### src/include/fpu_config.svh
`ifndef FPU_CONFIG_SVH
`define FPU_CONFIG_SVH

// Memory port widths
`define ADDR_W 16
`define DATA_W 32

// Element count and completed-job counter width
`define COUNT_W 16

// Cycles allowed for any single wait in the testbench
`define TB_TIMEOUT 2000

`endif
### src/logic/mem_pkg.sv
`include "fpu_config.svh"

package mem_pkg;

  // One request per cycle, no back-pressure
  typedef struct packed {
    logic               re;
    logic               we;
    logic [`ADDR_W-1:0] addr;
    logic [`DATA_W-1:0] wdata;
  } mem_req_t;

  // Valid the cycle after re
  typedef struct packed {
    logic [`DATA_W-1:0] rdata;
  } mem_rsp_t;

endpackage

### src/logic/fpu_pkg.sv
`include "fpu_config.svh"

package fpu_pkg;

  // Codes outside these three are accepted and completed with no work
  typedef enum logic [3:0] {
    RELU_FW = 4'h1,
    RELU_BW = 4'h2,
    FLATTEN = 4'h3
  } op_id_t;

  typedef struct packed {
    logic        sign;
    logic [7:0]  exponent;
    logic [22:0] mantissa;
  } fp32_fields_t;

  // IEEE single precision, seen as bits or as fields
  typedef union packed {
    logic [`DATA_W-1:0] raw;
    fp32_fields_t       f;
  } fp32_word_u;

  typedef struct packed {
    op_id_t              op;
    logic [`ADDR_W-1:0]  base_a;
    logic [`ADDR_W-1:0]  base_b;
    logic [`ADDR_W-1:0]  base_d;
    logic [`COUNT_W-1:0] count;
  } job_desc_t;

endpackage

### src/logic/fpu_job_manager.sv
`include "fpu_config.svh"

module fpu_job_manager
  import fpu_pkg::*;
  import mem_pkg::*;
(
  input  logic                clk,
  input  logic                rst_l,
  input  logic                req,
  input  job_desc_t           job,
  output logic                ack,
  output mem_req_t            mem_req,
  input  mem_rsp_t            mem_rsp,
  output logic [`COUNT_W-1:0] job_count
);

  logic       walk_start;
  logic       walk_finished;
  job_desc_t  walk_job;
  op_id_t     elem_op;
  fp32_word_u operand_a;
  fp32_word_u operand_b;
  fp32_word_u result;

  job_sequencer i_job_sequencer (
    .clk,
    .rst_l,
    .req,
    .job,
    .ack,
    .walk_start,
    .walk_job,
    .walk_finished,
    .job_count
  );

  region_walker i_region_walker (
    .clk,
    .rst_l,
    .walk_start,
    .walk_job,
    .walk_finished,
    .mem_req,
    .mem_rsp,
    .elem_op,
    .operand_a,
    .operand_b,
    .result
  );

  elem_datapath i_elem_datapath (
    .elem_op,
    .operand_a,
    .operand_b,
    .result
  );

endmodule

### src/logic/elem_datapath.sv
module elem_datapath
  import fpu_pkg::*;
(
  input  op_id_t     elem_op,
  input  fp32_word_u operand_a,
  input  fp32_word_u operand_b,
  output fp32_word_u result
);

  logic a_zero;
  logic a_positive;

  // Both +0 and -0 count as zero
  assign a_zero     = (operand_a.f.exponent == '0) && (operand_a.f.mantissa == '0);
  assign a_positive = !operand_a.f.sign && !a_zero;

  always_comb begin
    result = '0;
    case (elem_op)
      RELU_FW: begin
        if (!operand_a.f.sign)
          result = operand_a;
      end
      RELU_BW: begin
        if (a_positive)
          result = operand_b;
      end
      FLATTEN: result = operand_a;
      default: result = '0;
    endcase
  end

endmodule

### src/logic/region_walker.sv
`include "fpu_config.svh"

module region_walker
  import fpu_pkg::*;
  import mem_pkg::*;
(
  input  logic       clk,
  input  logic       rst_l,
  input  logic       walk_start,
  input  job_desc_t  walk_job,
  output logic       walk_finished,
  output mem_req_t   mem_req,
  input  mem_rsp_t   mem_rsp,
  output op_id_t     elem_op,
  output fp32_word_u operand_a,
  output fp32_word_u operand_b,
  input  fp32_word_u result
);

  typedef enum logic [1:0] {
    PH_IDLE,
    PH_RD_A,
    PH_RD_B,
    PH_WR
  } phase_t;

  phase_t              phase;
  logic [`COUNT_W-1:0] elem_idx;
  fp32_word_u          a_q;
  logic                two_operand;
  logic                last_elem;
  logic [`ADDR_W-1:0]  offset;

  assign two_operand = (walk_job.op == RELU_BW);
  assign last_elem   = (elem_idx + 1'b1 == walk_job.count);
  assign offset      = `ADDR_W'(elem_idx);

  always_ff @(posedge clk, negedge rst_l) begin
    if (!rst_l) begin
      phase    <= PH_IDLE;
      elem_idx <= '0;
    end else begin
      case (phase)
        PH_IDLE: begin
          if (walk_start) begin
            phase    <= PH_RD_A;
            elem_idx <= '0;
          end
        end
        PH_RD_A: phase <= two_operand ? PH_RD_B : PH_WR;
        PH_RD_B: phase <= PH_WR;
        PH_WR: begin
          if (last_elem) begin
            phase <= PH_IDLE;
          end else begin
            phase    <= PH_RD_A;
            elem_idx <= elem_idx + 1'b1;
          end
        end
        default: phase <= PH_IDLE;
      endcase
    end
  end

  // A arrives while B is being read
  always_ff @(posedge clk) begin
    if (phase == PH_RD_B)
      a_q <= fp32_word_u'(mem_rsp.rdata);
  end

  always_comb begin
    mem_req = '0;
    case (phase)
      PH_RD_A: begin
        mem_req.re   = 1'b1;
        mem_req.addr = walk_job.base_a + offset;
      end
      PH_RD_B: begin
        mem_req.re   = 1'b1;
        mem_req.addr = walk_job.base_b + offset;
      end
      PH_WR: begin
        mem_req.we    = 1'b1;
        mem_req.addr  = walk_job.base_d + offset;
        mem_req.wdata = result.raw;
      end
      default: mem_req = '0;
    endcase
  end

  // In the write cycle rdata holds A, or B for two-operand jobs
  assign elem_op       = walk_job.op;
  assign operand_a     = two_operand ? a_q : fp32_word_u'(mem_rsp.rdata);
  assign operand_b     = fp32_word_u'(mem_rsp.rdata);
  assign walk_finished = (phase == PH_WR) && last_elem;

endmodule

### src/logic/job_sequencer.sv
`include "fpu_config.svh"

module job_sequencer
  import fpu_pkg::*;
(
  input  logic                clk,
  input  logic                rst_l,
  input  logic                req,
  input  job_desc_t           job,
  output logic                ack,
  output logic                walk_start,
  output job_desc_t           walk_job,
  input  logic                walk_finished,
  output logic [`COUNT_W-1:0] job_count
);

  typedef enum logic [2:0] {
    S_IDLE,
    S_LATCH,
    S_RUN,
    S_ACK,
    S_RELEASE
  } seq_state_t;

  seq_state_t state, state_next;
  logic       job_runnable;
  logic       take_req;

  // Undefined codes and empty regions skip the walker
  assign job_runnable = (walk_job.op inside {RELU_FW, RELU_BW, FLATTEN}) &&
                        (walk_job.count != '0);

  // A new req may already be up in the release cycle
  assign take_req = ((state == S_IDLE) || (state == S_RELEASE)) && req;

  always_comb begin
    state_next = state;
    case (state)
      S_IDLE, S_RELEASE: state_next = req ? S_LATCH : S_IDLE;
      S_LATCH:           state_next = job_runnable ? S_RUN : S_ACK;
      S_RUN: begin
        if (walk_finished)
          state_next = S_ACK;
      end
      // Hold ack until the host lets go of req
      S_ACK: begin
        if (!req)
          state_next = S_RELEASE;
      end
      default:           state_next = S_IDLE;
    endcase
  end

  always_ff @(posedge clk, negedge rst_l) begin
    if (!rst_l) begin
      state     <= S_IDLE;
      job_count <= '0;
    end else begin
      state <= state_next;
      if (state == S_ACK && !req)
        job_count <= job_count + 1'b1;
    end
  end

  always_ff @(posedge clk) begin
    if (take_req)
      walk_job <= job;
  end

  assign walk_start = (state == S_LATCH) && job_runnable;
  assign ack        = (state == S_ACK);

endmodule

### config.mk
export PLATFORM = sky130hd
export DESIGN_NAME = fpu_job_manager
export DESIGN_NICKNAME = d
export VERILOG_FILES = /design/src/logic/mem_pkg.sv /design/src/logic/fpu_pkg.sv /design/src/logic/fpu_job_manager.sv /design/src/logic/elem_datapath.sv /design/src/logic/region_walker.sv /design/src/logic/job_sequencer.sv
export VERILOG_INCLUDE_DIRS = /design/src /design/src/include
export SDC_FILE = /design/constraint.sdc
export NUM_CORES = 1
export LEC_CHECK = 0
export CORE_UTILIZATION = 47
export CTS_CLUSTER_SIZE = 28
export DETAILED_ROUTE_END_ITERATION = 10
export DONT_BUFFER_PORTS = 1
export GPL_ROUTABILITY_DRIVEN = 0
export PLACE_DENSITY_LB_ADDON = 0.15
export SYNTH_ARGS = -nofsm -noshare
export SYNTH_HDL_FRONTEND = slang
export SYNTH_SLANG_ARGS = --single-unit
### constraint.sdc
create_clock -name clk -period 4.45 [get_ports clk]
set_input_delay 0.2225 -clock clk [delete_from_list [all_inputs] [get_ports clk]]
set_output_delay 0.2225 -clock clk [all_outputs]
set_load 0.02 [all_outputs]
==> out/results.ini, run 1 <==
[clocking]
root_buffer = clkbuf_16
cts.clk_slew.worst_paths_ns = 0.06
numCtsBuffers = 17
cts_tree = built
htreeDepth = 4
clockBufferDepth = 2
insertion_delay_ns = 0.42
clock-sinks = 137

[yosys]
synth-async-reset-ratio_pct = 27.01
yosysWarnings = 0
synth-edff-count = 100
synth_seq_area_share_pct = 56.50
synth.top_cells.by_area = edfxtp_1 (43%), dfrtp_1 (13%), ha_1 (4.0%)
ys_ff_latch = 137
synth_fp_nets = 729
synth_ff_type = edfxtp_1
synthCells = 603
ys_types = 64
synth_area_per_cell_sq_um = 11.53
synth.top_cell.area_share_pct = 43.18
netlist_area_sq_mm = 0.006954
synth_top_cell_by_area = edfxtp_1

[drt]
dr_wl_met2_microns = 8489
drc = 0
firstDrtPassIters = 5
drtIter0Drc = 467
wl_met3_microns = 1136
via_per_inst = 5.667
vias = 5174
postRouteAntennaNets = 0
wl_per_cell_microns = 18.35
wl_met1_microns = 6741
dr.max_layer_used = met4
wl_microns = 16750

[layout]
final_cell_mix = dlygate4sd3_1 (102), edfxtp_1 (100), nand2_1 (68), dfrtp_1 (37)
areaGrowthSynthToFinish_pct = 26.75
drive_above_1_share_pct = 9.191
seqCellArea_sq_mm = 0.003929
nNetsFinal = 842
multiInputGateArea_sq_mm = 0.002840
layout_commonest_cell = dlygate4sd3_1
num_antenna_cells = 0
final.fill_count = 1153

[setup_path]
cp_slowest_stage_delay_ns = 0.41
crit_chain = inv_1 -> ha_2 -> buf_8 -> a22o_1 -> a21o_1 -> inv_1 -> fa_1 -> nor2b_1 -> o21ai_0 -> a21oi_1 -> o2111ai_1 -> a21boi_0 -> or4_1 -> nand3_1
r2r_start = i_region_walker.elem_idx[1]
reg2reg_to = i_job_sequencer.state[0]
crit_path_top_delay_cell = fa_1
critPathLaunchType = flip-flop
crit_start = i_region_walker.phase[0]
reg2reg_depth = 9
crit_path_max_fanout = 49
worstSetupPathType = reg -> out
worstPathRequired_ns = 4.23
crit_path_frequent_cell = inv_1
crit_path_end = mem_req[46]
arrival_ns = 3.94
rrSetupSlack_ns = 1.13
critPathCaptureType = output pin

[floorplanning]
die_area_sq_mm = 0.01529
fp.coreArea_sq_mm = 0.01448
fp.dieH_microns = 123.6
die_x_microns = 123.6
num_rows = 44
initial_utilization_pct = 48.03
pin_count = 170

[worst_hold_path]
hp-class = in -> reg

[grt]
antenna_found_initial = 0
grt-ovfl-total = 0
gr-usage-all-layers_pct = 23.22
grt_max_degree = 52
grt_pass1_wl_microns = 26290
grt_pass1_vias = 5363

[timing]
fin_crit_sh_pct = 93.57
finalSetupTns_ns = 0
maxSlewViolCount = 0
finalSetupViolCount = 0
fin_ws_ns = 0.2859
fmax_mhz = 240.1
slew_headroom_pct = 18.17
finalClockSkew_ns = 0.008362
tightest_slew_ns = 1.227
rsz0062_at_grt = false
finalHoldViolCount = 0
fin_crit_ns = 4.164

[pwr]
ir_drop_mv = 0.3745
design_power_total_mw = 5.068
p_per_area_mw_per_mm2 = 575.0
cellLeakagePower_nw = 3.366

[placed_design]
portBuffers = 0
pre_cts_ws_ns = 0.4863
dp_hpwl_microns = 11020

[job]
cap_violations = 0

[run_status]
outcome = finished clean

## critical path, delay by kind of cell (launching register included)
| family | cells | cell delay (ns) |
|---|---|---|
| compound gates | 6 | 1.42 |
| fa+ha+maj | 2 | 0.66 |
| buf+inv | 3 | 0.52 |
| simple gates | 3 | 0.51 |
| flops | 1 | 0.40 |
## power breakdown
| group | switching [mW] | internal (mW) |
|---|---|---|
| Sequential | 0.175 | 1.66 |
| Clock | 0.584 | 0.782 |
| Combinational | 1.19 | 0.671 |
## metal layers
metal | track usage (%) | vias up
li1 | - | 2459
met1 | 26.65 | 2474
met2 | 39.76 | 213
met3 | 6.685 | 28
met4 | 11.07 | 0
met5 | 0 | -
## cell usage after synthesis (6+ instances only)
cell,instances
edfxtp_1,100
nand2_1,68
dfrtp_1,37
and2_1,36
nor2_1,36
xnor2_1,28
ha_1,22
nor3_1,20
nand3_1,19
a22oi_1,17
inv_1,17
xor2_1,17
nor4_1,16
a21oi_1,14
o21ai_0,14
clkbuf_1,11
buf_2,10
o211ai_1,10
nand4_1,9
a211oi_1,8
mux2i_1,7
a21o_1,6
and3_1,6
## worst min-delay path by stage
| stage | startpoint | depth (start not counted) | slack [ns] | to |
|---|---|---|---|---|
| floorplan | rst_l | 0 | -0.07 | i_job_sequencer.job_count[0] |
| global placement | rst_l | 0 | -0.07 | i_region_walker.elem_idx[11] |
| detailed placement | rst_l | 0 | -0.07 | i_region_walker.elem_idx[12] |
| CTS | req | 4 | 0.12 | i_job_sequencer.state[0] |
| global route | req | 4 | 0.15 | i_job_sequencer.state[0] |
| finish | req | 4 | 0.13 | i_job_sequencer.state[0] |
## state kept, by name, summed over array words and instances, names as in the netlist
name,count
i_job_sequencer.job_count,16
i_job_sequencer.state,3
i_job_sequencer.walk_job,68
i_region_walker.a_q,32
i_region_walker.elem_idx,16
i_region_walker.phase,2
## cells by family (layout without fill, tap and decap cells)
kind of cell	count (synthesis)	count (layout)	share of synthesized area, %
buffers and inverters	44	170	2.825
multiplexers	9	9	1.331
AO/OA/AOI/OAI	95	95	9.608
XOR/XNOR	46	46	5.991
flip-flops	137	137	56.50
AND/OR/NAND/NOR	249	249	19.50
adder cells (fa/ha/maj)	23	23	4.246
## per-stage QoR
stage               hold WS, ns  cells  cell area (sq um)  util, %
floorplan              -0.07309    603               6954        -
CTS                      0.1213    913               8800    60.78
finish                   0.1274    913               8815    60.88
global placement       -0.07180    778               7191    49.66
detailed placement     -0.07147    778               7191    49.66
global route             0.1487    913               8815    60.88
## repair_timing
action | CTS | global route
gates resized for setup | 0 | 5
hold endpoints to repair | 139 | 0
setup endpoints to repair | 0 | 9
setup buffers | 0 | 0
hold buffers | 103 | 0
## final cells by class
cell class,instances,area share [%]
Clock buffer,18,4.869
Clock inverter,14,1.576
Inverter,17,0.7239
Multi-Input combinational cell,422,32.22
Sequential cell,137,44.57
Tap cell,184,2.612
Timing Repair Buffer,121,13.43
Power figures use the tool's default switching activity.
==> run 2: changes to the inputs <==
==> constraint.sdc (replaced) <==
create_clock -name clk -period 5.3 [get_ports clk]
set_input_delay 0.265 -clock clk [delete_from_list [all_inputs] [get_ports clk]]
set_output_delay 0.265 -clock clk [all_outputs]
set_load 0.02 [all_outputs]
==> run 2 against run 1 <==
Compared with the run above:
- non-clock buffer count decreased by 8
- final area decreased by 0.61%
- largest cell class unchanged
- global-route usage decreased by 0.38 points
- first-iteration DRC count decreased by 19%
==> out/results.ini, run 2 (synthesis results as in run 1) <==
[layout]
final_cell_mix = dlygate4sd3_1 (102), edfxtp_1 (100), nand2_1 (68), dfrtp_1 (37), nor2_1 (36)
final.fill_count = 1195
nNetsFinal = 834
num_antenna_cells = 0
post-route-util_pct = 60.51
largest-register = i_job_sequencer.walk_job
seqCellArea_sq_mm = 0.003929
multiInputGateArea_sq_mm = 0.002833
areaGrowthSynthToFinish_pct = 25.98
largest_reg_flops = 68
drive_above_1_share_pct = 8.183
reg.largest.list = i_job_sequencer.walk_job: 68 flops, i_region_walker.a_q: 32 flops
layout_commonest_cell = dlygate4sd3_1

[placed_design]
dp_hpwl_microns = 11420
pre_cts_ws_ns = 1.470
portBuffers = 0

[setup_path]
arrival_ns = 3.99
cp.buffers_inverters = 1
critPathLaunchType = flip-flop
cp_slowest_stage_delay_ns = 0.60
crit_path_top_delay_cell = ha_1
critical_path.top_delay_family = compound AO/OA/AOI/OAI gates
crit_path_max_fanout = 18
critPathCaptureType = output pin
crit_chain = ha_1 -> nor2_1 -> buf_4 -> a21o_1 -> ha_1 -> a21o_1 -> a21o_1 -> a211oi_1 -> o211ai_1 -> a41oi_1 -> xor2_1 -> nor2_1
crit_path_frequent_cell = a21o_1
worstPathRequired_ns = 5.04
worstSetupPathType = reg -> out

[clocking]
cts_resized = 0
cts.clk_slew.worst_paths_ns = 0.06
htreeDepth = 4
clockBufferDepth = 2
cts_tree = built
root_buffer = clkbuf_16
numCtsBuffers = 17
clock-sinks = 137
insertion_delay_ns = 0.43

[floorplanning]
die_area_sq_mm = 0.01529
die_x_microns = 123.6
num_rows = 44
pin_count = 170
initial_utilization_pct = 48.03
fp.coreArea_sq_mm = 0.01448
fp.dieH_microns = 123.6

[grt]
grt_max_degree = 49
grt_pass1_wl_microns = 25900
antenna_found_initial = 0
grt_pass1_vias = 5232
grt-ovfl-total = 0
gr-usage-all-layers_pct = 22.85

[timing]
fin_hold_ws_ns = 0.1893
slew_headroom_pct = 32.43
tightest_slew_ns = 1.006
finalClockSkew_ns = 0.01062
fin_crit_ns = 4.260
finalHoldViolCount = 0
maxSlewViolCount = 0
fin_ws_ns = 1.040
fmax_mhz = 234.7
finalSetupViolCount = 0
rsz0062_at_grt = false
fin_crit_sh_pct = 80.38
finalSetupTns_ns = 0

[run_status]
outcome = finished clean

[pwr]
cellLeakagePower_nw = 3.342
ir_drop_mv = 0.3619
p_per_area_mw_per_mm2 = 480.6

[drt]
firstDrtPassIters = 4
drtIter0Drc = 377
vias = 5082
wl_microns = 16510
postRouteAntennaNets = 0
via_per_inst = 5.615
wl_per_cell_microns = 18.25
drc = 0

[worst_hold_path]
hp-class = in -> reg

[job]
cap_violations = 0

-- run 2: metal layers --
| layer | share of wire [%] | vias up | track usage (%) |
|---|---|---|---|
| met5 | 0 | - | 0 |
| met4 | 2.2 | 0 | 10.02 |
| met3 | 6.3 | 23 | 6.456 |
| met2 | 51 | 188 | 39.90 |
| met1 | 40 | 2435 | 25.96 |
| li1 | - | 2436 | - |
-- run 2: power by group --
group / switching (mW) / internal [mW] / total, mW
Clock: 0.479 / 0.702 / 1.18
Combinational: 0.981 / 0.503 / 1.48
Sequential: 0.151 / 1.40 / 1.55
-- run 2: worst paths after layout --
kind | startpoint | endpoint | slack [ns] | cells after the start
worst max-delay path | i_region_walker.phase[1] | mem_req[45] | 1.04 | 12
max in group asynchronous | rst_l | i_job_sequencer.state[1] | 4.75 | 2
worst min-delay path | req | i_job_sequencer.state[0] | 0.19 | 4
worst max register to register | i_region_walker.elem_idx[1] | i_region_walker.phase[0] | 1.74 | 8
min in group asynchronous | rst_l | i_region_walker.elem_idx[14] | 0.36 | 2
worst min register to register | i_job_sequencer.state[0] | i_job_sequencer.state[0] | 0.57 | 1
-- run 2: cell type report --
cell class                 instances  area share [%]
inverter                          17          0.7284
multi-input combinational        422           32.33
sequential                       137           44.84
timing repair buffer             113           12.74
clock buffer                      17           4.856
clock inverter                    15           1.871
tap                              184           2.628
-- run 2: metrics by stage --
stage	cells	power (mW)	cell area, sq um
after floorplan	603	2.611	6954
after global placement	770	2.941	7131
after detailed placement	770	2.982	7131
after CTS	905	4.245	8761
after global routing	905	4.463	8761
final	905	4.210	8761
-- run 2: what timing repair did --
action,4_1_cts,5_1_grt
setup buffers,0,0
endpoints found under the hold margin,139,0
hold buffers,103,0
-- run 2: worst min-delay path: cells and delay by family --
kind,cells,cell delay (ns)
AOI/OAI and AO/OA,2,0.13
and+or+nand+nor,2,0.17
==> run 3: changes to the inputs <==
==> constraint.sdc (replaced) <==
create_clock -name clk -period 3.6 [get_ports clk]
set_input_delay 0.18 -clock clk [delete_from_list [all_inputs] [get_ports clk]]
set_output_delay 0.18 -clock clk [all_outputs]
set_load 0.02 [all_outputs]
==> run 3 against run 2 <==
Compared with the run above:
- wire length increased by 4.2%
- register-to-register slack got worse by 1.2 ns
- clock power is 50% higher
- global-route usage grew 0.22 points
- highest routed layer unchanged
==> out/results.ini, run 3 (synthesis results as in run 1) <==
[run_status]
outcome = finished clean

[worst_hold_path]
hp-class = in -> reg
hp-start = req

[setup_path]
cp.buffers_inverters = 4
cp_slowest_stage_delay_ns = 0.50
critical_path.top_delay_family = simple AND/OR/NAND/NOR gates
worstSetupPathType = reg -> out
r2r_start = i_region_walker.elem_idx[3]
crit_chain = inv_4 -> ha_4 -> nor2_4 -> buf_12 -> buf_4 -> nand2_1 -> nand2_1 -> ha_4 -> nor2b_4 -> o21ai_2 -> a21oi_2 -> buf_4 -> o2111ai_4 -> a21boi_2 -> or4_4 -> nand3_4
crit_start = i_region_walker.phase[0]
arrival_ns = 3.30
critPathLaunchType = flip-flop
worstPathRequired_ns = 3.42
critPathCaptureType = output pin
crit_path_top_delay_cell = or4_4
crit_path_max_fanout = 7

[clocking]
numCtsBuffers = 17
insertion_delay_ns = 0.43
clockBufferDepth = 2
cts_tree = built
htreeDepth = 4
clock-sinks = 137
root_buffer = clkbuf_16
cts.clk_slew.worst_paths_ns = 0.06

[floorplanning]
num_rows = 44
pin_count = 170
initial_utilization_pct = 48.03
die_area_sq_mm = 0.01529
fp.dieH_microns = 123.6
die_x_microns = 123.6
fp.coreArea_sq_mm = 0.01448

[drt]
via_per_inst = 5.631
vias = 5265
firstDrtPassIters = 5
wl_per_cell_microns = 18.40
drc = 0
drtIter0Drc = 339
wl_microns = 17200
postRouteAntennaNets = 0

[layout]
layout_commonest_cell = dlygate4sd3_1
largest-register = i_job_sequencer.walk_job
num_antenna_cells = 0
drive_above_1_share_pct = 14.65
final_area_sq_mm = 0.009199
areaGrowthSynthToFinish_pct = 32.28
largest_reg_flops = 68
seqCellArea_sq_mm = 0.003931
nNetsFinal = 864
post-route-util_pct = 63.53
multiInputGateArea_sq_mm = 0.002995
reg.largest.list = i_job_sequencer.walk_job: 68 flops, i_region_walker.a_q: 32 flops
final.fill_count = 1108
final_cell_mix = dlygate4sd3_1 (102), edfxtp_1 (100), nand2_1 (66), buf_4 (36)

[placed_design]
portBuffers = 0
placed_area_sq_mm = 0.007296
dp_hpwl_microns = 11500

[timing]
fin_crit_ns = 3.477
finalClockSkew_ns = 0.01768
tightest_slew_ns = 0.7802
fin_crit_sh_pct = 96.59
fin_hold_ws_ns = 0.1168
finalSetupViolCount = 0
fmax_mhz = 287.6
finalHoldViolCount = 0
rsz0062_at_grt = true
maxSlewViolCount = 0
finalSetupTns_ns = 0
slew_headroom_pct = 47.67

[grt]
antenna_found_initial = 0
gr-usage-all-layers_pct = 23.06
grt_max_degree = 38
grt_pass1_vias = 5213
grt-ovfl-total = 0
grt_pass1_wl_microns = 26100

[job]
cap_violations = 0

[pwr]
p_per_area_mw_per_mm2 = 740.7
cellLeakagePower_nw = 3.542
ir_drop_mv = 0.4968

==> run 3: layer usage <==
layer  GRT usage, %  up-vias  share of wire [%]
li1               -     2497                  -
met4          6.175        0               0.98
met2          40.90      157                 53
met1          27.30     2596                 41
met3          6.410       15                5.2
met5              0        -                  0
==> run 3: path summary, 6_finish.rpt <==
| path | to | slack, ns | cells past startpoint |
|---|---|---|---|
| worst max register to register | i_region_walker.elem_idx[8] | 0.58 | 8 |
| min in group asynchronous | i_job_sequencer.job_count[15] | 0.24 | 2 |
| worst min-delay path | i_job_sequencer.state[0] | 0.12 | 4 |
| max in group asynchronous | i_region_walker.phase[1] | 3.15 | 2 |
| worst max-delay path | mem_req[46] | 0.12 | 16 |
| worst min register to register | i_job_sequencer.state[1] | 0.57 | 1 |
==> run 3: what timing repair did <==
item,CTS,global route
hold buffers,103,0
pin swaps,2,15
setup buffers,1,9
gates cloned,0,1
resized for setup,13,26
endpoints found under the setup margin,9,10
hold endpoints to repair,139,0
==> run 3: final cells by class <==
cell class	instances	share of cell area (%)
flip-flops and latches	137	42.74
multi-input cells	422	32.56
repair buffers	143	14.99
clock buffers	19	4.706
well taps	184	2.503
clock inverters	13	1.782
inverters	17	0.7209
==> run 3: metrics by stage <==
stage,std cells,power [mW],setup WS (ns)
global route,935,7.181,-0.04408
finish,935,6.814,0.1227
CTS,925,6.543,0.007962
global placement,789,4.568,0.3426
detailed placement,789,4.614,0.2242
floorplan,603,3.855,0.01330
==> run 3: worst reg2reg max path, delay by kind of cell, from the launching register on <==
kind                      cells  cell delay (ns)
and+or+nand+nor               5             1.81
DFF                           1             0.56
buffers and inverters         1             0.28
AOI/OAI and AO/OA             1             0.12
xor gates and xnor gates      1             0.11
==> run 3: where the power goes <==
part           internal [mW]  switching [mW]
combinational           1.14            1.65
clock                   1.10           0.678
sequential              2.06           0.201
total                   4.29            2.53
